### src/include/alu_params.svh
// Widths and depths for the ALU node; data width must hold the opcode field, buffer depth >= 1
`ifndef ALU_PARAMS_SVH
`define ALU_PARAMS_SVH

////////////////////////////////////////////////////////////////////////////
// Datapath
////////////////////////////////////////////////////////////////////////////

// Token payload width
`define ALU_DATA_WIDTH 32

// Opcode field in the low bits of the instruction word
`define ALU_OPCODE_WIDTH 4

// Low bits of operand B used as shift or rotate amount
`define ALU_SHIFT_WIDTH 5

// Entries per operand FIFO
`define ALU_BUFFER_DEPTH 4

`endif

### src/verilog/aluPkg.sv
// Token, instruction and state types; opcodes 10 to 15 are unused and produce a zero result
`include "alu_params.svh"

package aluPkg;

	////////////////////////////////////////////////////////////////////////////
	// Forward token
	////////////////////////////////////////////////////////////////////////////

	// Same layout on every link, 34 bits with the default data width
	typedef struct packed {
		logic valid;
		logic last;
		logic [`ALU_DATA_WIDTH-1:0] data;
	} token_t;

	////////////////////////////////////////////////////////////////////////////
	// Instruction word
	////////////////////////////////////////////////////////////////////////////

	typedef enum logic [`ALU_OPCODE_WIDTH-1:0] {
		opAdd = 4'd0,
		opSub = 4'd1,
		opMul = 4'd2,
		opAnd = 4'd3,
		opOr = 4'd4,
		opXor = 4'd5,
		opShl = 4'd6,
		opShr = 4'd7,
		opSra = 4'd8,
		opRotl = 4'd9
	} opcode_e;

	// Overlays the data word of the first A token
	typedef struct packed {
		logic [`ALU_DATA_WIDTH-`ALU_OPCODE_WIDTH-1:0] reserved;
		opcode_e opcode;
	} instruction_t;

	// Configuration lifecycle of the node
	typedef enum logic [1:0] {
		awaitInstruction = 2'd0,
		streaming = 2'd1,
		draining = 2'd2
	} configState_e;

endpackage

### src/verilog/configStage.sv
// Source A carries one instruction then operands; after a last operand A stalls until release
`timescale 1ns/100ps

module configStage (
	input logic clock,
	input logic reset,
	input aluPkg::token_t source,
	output logic sourceStall,
	output aluPkg::token_t operand,
	input logic operandStall,
	input logic releasePulse,
	output aluPkg::opcode_e opcode,
	output logic configured
);

	aluPkg::configState_e state;
	aluPkg::instruction_t instruction;
	logic loadInstruction;
	logic passLast;

	////////////////////////////////////////////////////////////////////////////
	// Source steering
	////////////////////////////////////////////////////////////////////////////

	always_comb begin
		operand = source;
		operand.valid = 1'b0;
		sourceStall = 1'b0;
		loadInstruction = 1'b0;
		case (state)
			aluPkg::awaitInstruction: begin
				// Instruction register is always ready
				loadInstruction = source.valid;
			end
			aluPkg::streaming: begin
				operand.valid = source.valid;
				sourceStall = operandStall;
			end
			default: begin
				// Hold A back until the last result has left
				sourceStall = 1'b1;
			end
		endcase
	end

	assign passLast = operand.valid & operand.last & ~operandStall;

	////////////////////////////////////////////////////////////////////////////
	// State and instruction register
	////////////////////////////////////////////////////////////////////////////

	always_ff @(posedge clock) begin
		if (reset) begin
			state <= aluPkg::awaitInstruction;
		end else begin
			case (state)
				aluPkg::awaitInstruction: begin
					if (loadInstruction) begin
						state <= aluPkg::streaming;
					end
				end
				aluPkg::streaming: begin
					if (passLast) begin
						state <= aluPkg::draining;
					end
				end
				default: begin
					if (releasePulse) begin
						state <= aluPkg::awaitInstruction;
					end
				end
			endcase
		end
	end

	always_ff @(posedge clock) begin
		if (reset) begin
			instruction <= '0;
		end else if (loadInstruction) begin
			instruction <= source.data;
		end
	end

	assign opcode = instruction.opcode;
	assign configured = (state != aluPkg::awaitInstruction);

	// Execute only releases after a last operand went through here
	releaseNotIdle: assert property (@(posedge clock) disable iff (reset)
		releasePulse |-> state != aluPkg::awaitInstruction);

endmodule

### src/verilog/operandBuffer.sv
// Registered FIFO for one operand stream; stall means full, pop is ignored when empty
`timescale 1ns/100ps

module operandBuffer #(
	parameter int depth = 4
) (
	input logic clock,
	input logic reset,
	input aluPkg::token_t in,
	output logic inStall,
	output aluPkg::token_t head,
	input logic pop
);

	localparam int ptrWidth = (depth > 1) ? $clog2(depth) : 1;
	localparam int countWidth = $clog2(depth + 1);
	localparam logic [ptrWidth-1:0] lastIndex = ptrWidth'(depth - 1);
	localparam logic [countWidth-1:0] fullCount = countWidth'(depth);

	aluPkg::token_t storage [depth];
	logic [ptrWidth-1:0] writePtr;
	logic [ptrWidth-1:0] readPtr;
	logic [countWidth-1:0] count;
	logic push;
	logic popEn;

	assign inStall = (count == fullCount);
	assign push = in.valid & ~inStall;
	assign popEn = pop & head.valid;

	// Entries hold payload only
	always_ff @(posedge clock) begin
		if (push) begin
			storage[writePtr] <= in;
		end
	end

	always_ff @(posedge clock) begin
		if (reset) begin
			writePtr <= '0;
			readPtr <= '0;
			count <= '0;
		end else begin
			if (push) begin
				writePtr <= (writePtr == lastIndex) ? '0 : writePtr + 1'b1;
			end
			if (popEn) begin
				readPtr <= (readPtr == lastIndex) ? '0 : readPtr + 1'b1;
			end
			case ({push, popEn})
				2'b10: count <= count + 1'b1;
				2'b01: count <= count - 1'b1;
				default: count <= count;
			endcase
		end
	end

	always_comb begin
		head = storage[readPtr];
		head.valid = (count != '0);
	end

	// A token offered to a full buffer stays put until it is taken
	heldWhileFull: assert property (@(posedge clock) disable iff (reset)
		in.valid && inStall |=> in.valid && $stable(in.data) && $stable(in.last));

	// Consumer only pops a valid head
	noPopWhenEmpty: assert property (@(posedge clock) disable iff (reset)
		pop |-> head.valid);

endmodule

### src/verilog/executeStage.sv
// Pops both heads together when configured; operand B last is ignored, streams are equal length
`timescale 1ns/100ps
`include "alu_params.svh"

module executeStage (
	input logic clock,
	input logic reset,
	input aluPkg::token_t operandA,
	input aluPkg::token_t operandB,
	output logic popA,
	output logic popB,
	input aluPkg::opcode_e opcode,
	input logic configured,
	output aluPkg::token_t result,
	input logic resultStall,
	output logic releasePulse
);

	localparam int dataWidth = `ALU_DATA_WIDTH;

	logic fire;
	logic resultOpen;
	logic [`ALU_SHIFT_WIDTH-1:0] shiftAmount;
	logic [2*dataWidth-1:0] rotateWide;
	logic [dataWidth-1:0] aluOut;
	logic resultValid;
	logic resultLast;
	logic [dataWidth-1:0] resultData;

	////////////////////////////////////////////////////////////////////////////
	// Join
	////////////////////////////////////////////////////////////////////////////

	// Register empty or leaving this cycle
	assign resultOpen = ~resultValid | ~resultStall;
	assign fire = configured & operandA.valid & operandB.valid & resultOpen;
	assign popA = fire;
	assign popB = fire;

	////////////////////////////////////////////////////////////////////////////
	// Operation
	////////////////////////////////////////////////////////////////////////////

	assign shiftAmount = operandB.data[`ALU_SHIFT_WIDTH-1:0];

	// Upper half of the doubled word is the left rotation
	assign rotateWide = {operandA.data, operandA.data} << shiftAmount;

	always_comb begin
		case (opcode)
			aluPkg::opAdd: aluOut = operandA.data + operandB.data;
			aluPkg::opSub: aluOut = operandA.data - operandB.data;
			aluPkg::opMul: aluOut = operandA.data * operandB.data;
			aluPkg::opAnd: aluOut = operandA.data & operandB.data;
			aluPkg::opOr: aluOut = operandA.data | operandB.data;
			aluPkg::opXor: aluOut = operandA.data ^ operandB.data;
			aluPkg::opShl: aluOut = operandA.data << shiftAmount;
			aluPkg::opShr: aluOut = operandA.data >> shiftAmount;
			aluPkg::opSra: aluOut = $unsigned($signed(operandA.data) >>> shiftAmount);
			aluPkg::opRotl: aluOut = rotateWide[2*dataWidth-1:dataWidth];
			default: aluOut = '0;
		endcase
	end

	////////////////////////////////////////////////////////////////////////////
	// Result register
	////////////////////////////////////////////////////////////////////////////

	always_ff @(posedge clock) begin
		if (reset) begin
			resultValid <= 1'b0;
		end else if (resultOpen) begin
			resultValid <= fire;
		end
	end

	always_ff @(posedge clock) begin
		if (fire) begin
			resultLast <= operandA.last;
			resultData <= aluOut;
		end
	end

	always_comb begin
		result.valid = resultValid;
		result.last = resultLast;
		result.data = resultData;
	end

	// End of stream handed downstream
	assign releasePulse = resultValid & resultLast & ~resultStall;

	resultHeld: assert property (@(posedge clock) disable iff (reset)
		result.valid && resultStall |=> result.valid && $stable(result.data)
		&& $stable(result.last));

endmodule

### src/verilog/aluNode.sv
// Dataflow ALU node; first A token after reset or release is the instruction, B is operands only
`timescale 1ns/100ps
`include "alu_params.svh"

module aluNode (
	input logic clock,
	input logic reset,
	input aluPkg::token_t sourceA,
	input aluPkg::token_t sourceB,
	output logic sourceAStall,
	output logic sourceBStall,
	output aluPkg::token_t result,
	input logic resultStall
);

	aluPkg::token_t streamA;
	logic streamAStall;
	aluPkg::token_t headA;
	aluPkg::token_t headB;
	logic popA;
	logic popB;
	logic releasePulse;
	logic configured;
	aluPkg::opcode_e opcode;

	////////////////////////////////////////////////////////////////////////////
	// Source A steering
	////////////////////////////////////////////////////////////////////////////

	configStage configUnit (
		.clock(clock),
		.reset(reset),
		.source(sourceA),
		.sourceStall(sourceAStall),
		.operand(streamA),
		.operandStall(streamAStall),
		.releasePulse(releasePulse),
		.opcode(opcode),
		.configured(configured)
	);

	////////////////////////////////////////////////////////////////////////////
	// Operand buffers
	////////////////////////////////////////////////////////////////////////////

	operandBuffer #(
		.depth(`ALU_BUFFER_DEPTH)
	) bufferA (
		.clock(clock),
		.reset(reset),
		.in(streamA),
		.inStall(streamAStall),
		.head(headA),
		.pop(popA)
	);

	// B skips steering and goes straight in
	operandBuffer #(
		.depth(`ALU_BUFFER_DEPTH)
	) bufferB (
		.clock(clock),
		.reset(reset),
		.in(sourceB),
		.inStall(sourceBStall),
		.head(headB),
		.pop(popB)
	);

	executeStage execute (
		.clock(clock),
		.reset(reset),
		.operandA(headA),
		.operandB(headB),
		.popA(popA),
		.popB(popB),
		.opcode(opcode),
		.configured(configured),
		.result(result),
		.resultStall(resultStall),
		.releasePulse(releasePulse)
	);

endmodule

### config.mk
export PLATFORM = sky130hd
export DESIGN_NAME = aluNode
export DESIGN_NICKNAME = d
export VERILOG_FILES = /design/src/verilog/aluPkg.sv /design/src/verilog/configStage.sv /design/src/verilog/operandBuffer.sv /design/src/verilog/executeStage.sv /design/src/verilog/aluNode.sv
export VERILOG_INCLUDE_DIRS = /design/src /design/src/include
export SDC_FILE = /design/constraint.sdc
export NUM_CORES = 2
export LEC_CHECK = 0
export ABC_CLOCK_PERIOD_IN_PS = 8970
export BUFFER_PORTS_ARGS = -buffer_cell sky130_fd_sc_hd__buf_2
export CORE_ASPECT_RATIO = 1.4
export CORE_MARGIN = 1
export CORE_UTILIZATION = 30
export CTS_BUF_LIST = sky130_fd_sc_hd__clkbuf_8
export CTS_CLUSTER_DIAMETER = 80
export DETAILED_ROUTE_END_ITERATION = 16
export PLACE_DENSITY = 0.43
export SYNTH_ARGS = -nofsm -noshare
export SYNTH_HDL_FRONTEND = slang
export SYNTH_SLANG_ARGS = --single-unit
### constraint.sdc
create_clock -name clock -period 8.97 [get_ports clock]
set_input_delay 0.4485 -clock clock [delete_from_list [all_inputs] [get_ports clock]]
set_output_delay 0.4485 -clock clock [all_outputs]
set_load 0.005 [all_outputs]
==> impl_results.rst <==
.. list-table::
   :header-rows: 1

   * - Metric
     - Value
   * - Run status
     - finished clean
   * - Critical Path RT
     - approximately 9400 ps
   * - Primary FF master, synth
     - edfxtp_1
   * - Hold Crit Class
     - input port to flop
   * - Endpoint class of the critical path
     - flop
   * - Maximum clock frequency
     - 0.114 GHz
   * - CTS Root Buffer Type
     - clkbuf_8
   * - Effective utilization at floorplan
     - 30.3%
   * - DR vias/cell
     - 5.28
   * - Total of max-cap violations
     - 0
   * - Dominant delay contributor by cell family on the critical path
     - adder cells
   * - Via count of the first global-routing pass
     - 29800
   * - Deepest level of the CTS H-tree
     - 2
   * - Leading cell type in the layout, fill and taps excluded
     - nor2_1
   * - Layer carrying the most global-route usage
     - met2
   * - Final worst path period share
     - slightly below 100%
   * - Clock tree from TritonCTS
     - built
   * - Largest fanout on the critical path
     - 12
   * - Antenna viol nets, final
     - 0
   * - DRC violation total after the first TritonRoute iteration
     - 2160
   * - Insertion delay of the later-clocked pin in the worst-skew pair
     - 680 ps
   * - WHS
     - around 56 ps
   * - Worst Setup Slack, final
     - approximately 220 ps
   * - Synth Warn #
     - 0
   * - Number of antenna violations at the first check in global routing
     - 4
   * - CP Class
     - flop to flop
   * - Accumulated negative setup slack
     - 0 ps
   * - Area share of the leading cell type in the synthesized netlist
     - 25.0%
   * - Placement Cell Area
     - 0.0386 mm2
   * - Relative max-transition margin
     - 12.1%
   * - Final Max Tran Viols
     - 0
   * - Maximum cell stage delay along the critical path
     - 640 ps
   * - Post-synth top area cell
     - edfxtp_1
   * - Flops & latches, synth
     - around 320
   * - Fraction of the yosys area taken by sequential cells
     - a little over a quarter
   * - Number of synthesized flops with an enable pin
     - approximately 290
   * - Count of nets after finishing
     - between 4000 and 5000
   * - Met1 track demand over resource
     - ~29%
   * - Number of endpoints with negative hold slack in the final report
     - 0
   * - Met3 usage
     - under 10%
   * - Library cells used by synthesis
     - 81
   * - Vias
     - 28200
   * - Average routed wire per standard cell
     - roughly 28 um
   * - Port Buf Inserts
     - between 100 and 150
   * - All-layer global routing usage
     - about a quarter
   * - Number of top-level pins
     - about 110
   * - Post-synthesis instance area
     - approximately 0.035 mm2
   * - Worst Clk Skew
     - 61.2 ps
   * - DRC violation count after routing
     - 0
   * - Global-route wire length before repair
     - roughly 210000 um
   * - Top cells by area, synth
     - edfxtp_1 (25%), fa_1 (23%), ha_1 (8.2%), mux2i_1 (5.9%), nor2_1 (5.1%)
   * - Final setup vio count
     - 0
   * - Final worst path period need
     - approximately 8800 ps
   * - Maximum number of buffers from clock root to sink
     - 3
   * - Area added between synthesis and finish
     - 14.2%
   * - Pre-CTS worst setup slack
     - -184 ps
   * - Cell count after synthesis
     - about 3600
   * - Synth Net Count
     - 4290
   * - Startpoint type of the worst setup path
     - flop
   * - Critical Path Most Common Cell
     - fa_1
   * - Unrepaired setup endpoints after global routing
     - false
   * - CTS Buf Count
     - 49
   * - Detailed placer's ending HPWL
     - 118000 um
   * - Pin count of the biggest net entering global routing
     - a little over 60
   * - Met2 Track Usage GR
     - a little over two fifths
   * - Area of all placed cells without fillers
     - around 0.04 mm2
   * - Total Routed Length
     - around 150000 um
   * - Leading cell types in the layout, fill and taps excluded
     - nor2_1 (480), inv_1 (446), fa_1 (411), nand2_1 (356), edfxtp_1 (293)
   * - Worst slew pin tran
     - 1300 ps
   * - Share of final-layout standard cells stronger than drive strength 1
     - approximately 14%
   * - Width of the die
     - ~290 um
   * - Worst-path clk slew
     - around 60 ps
   * - Vertical die dimension
     - ~400 um
   * - Full die area
     - ~0.12 mm2
   * - Critical Path AT
     - between 9000 and 10000 ps
   * - Placeable core area
     - roughly 0.12 mm2
   * - Floorplan row count
     - between 100 and 150
   * - Buffers plus inverters on the worst setup path
     - 5
   * - Async SR Flop Fraction
     - 0%
   * - GPL Wtd Cong
     - between 1 and 1.5
   * - Layout filler cell count
     - ~12000
   * - Remaining global-route overflow
     - 0
   * - Slowest cell on the critical path
     - o21ai_4
   * - Avg Inst Size Synth
     - around 9.9 um2
   * - Number of clock sinks
     - approximately 320
   * - Length of the first detailed-routing pass in iterations
     - 5
[metrics by stage]
stage / cells / util, %
3_3_place_gp: 5191 / 33.2
3_5_place_dp: 5191 / 33.2
4_1_cts: 5335 / 34.5
2_1_floorplan: 3576 / -
6_report: 5338 / 34.6
5_1_grt: 5337 / 34.6
[layout make-up]
cell class / count / area [um2] / area share [%]
clock inverters: 41 / 322 / 0.799
clock buffers: 49 / 674 / 1.68
repair buffers: 367 / 2840 / 7.05
inverters: 465 / 1750 / 4.35
multi-input cells: 2596 / 23500 / 58.3
well taps: 1500 / 1880 / 4.67
diodes: 2 / 5.00 / 0.0124
flip-flops and latches: 318 / 9310 / 23.1
[synthesized netlist by cell type (all sizes together) (5+ instances only)]
master / number
buf: 72
inv: 461
o31ai: 13
mux2i: 207
nor2: 480
dfxtp: 25
nor3: 33
mux4: 21
o22ai: 7
o211ai: 29
a2111oi: 5
edfxtp: 293
o21a: 11
nand4: 9
fa: 411
xnor2: 100
o221ai: 13
a31oi: 21
a21boi: 9
nand3: 20
a21o: 25
clkbuf: 125
or3: 11
xor2: 39
nand2: 356
a22oi: 33
nor4: 7
nor2b: 16
nand3b: 5
a211oi: 23
a221o: 5
and3: 11
a21oi: 120
nand2b: 6
o21ai: 144
ha: 232
o2111ai: 10
o21bai: 8
a221oi: 27
and2: 18
mux2: 65
[metal layers]
| layer | vias up | wire, um |
|---|---|---|
| met4 | 4 | 12000 |
| met2 | 984 | 73900 |
| met1 | 14400 | 56100 |
| met3 | 359 | 7080 |
| met5 | - | 22 |
| li1 | 12400 | - |
[path summary, 6_finish.rpt]
kind	from	to	slack (ps)	cells past startpoint
setup / recovery	flop	execute.resultData[25]	220	25
hold reg to reg	bufferB.writePtr[1]	bufferB.writePtr[1]	510	2
hold / removal	sourceA[8]	bufferA.storage[0][8]	60	1
setup reg to reg	flop	execute.resultData[25]	220	25
[timing repair]
action,CTS,global route
buffers inserted,0,1
resized for setup,3,6
setup endpoints to repair,2,4
hold endpoints to repair,215,0
hold buffers,54,0
[registers in the layout (all words and copies together) (netlist names), 3 cells and up, named ones only]
register            cells
bufferA.storage       132
bufferB.storage       128
execute.resultData     32
configUnit.opcode       4
bufferA.count           3
bufferB.count           3
[logic make-up (layout without fill, tap and decap cells)]
kind of cell | count (synthesis) | count (layout) | share of synthesized area (%)
simple gates | 991 | 991 | 11.7
buf+inv | 662 | 922 | 7.48
fa+ha+maj | 643 | 643 | 31.6
compound gates | 529 | 529 | 10.0
flops | 318 | 318 | 26.4
mux | 293 | 293 | 9.33
xor+xnor | 140 | 140 | 3.54
other cells | 0 | 2 | 0
Power is left out: the tool's default activity adds up to more than one toggle a clock period on the data nets, which glitch-free logic cannot reach.
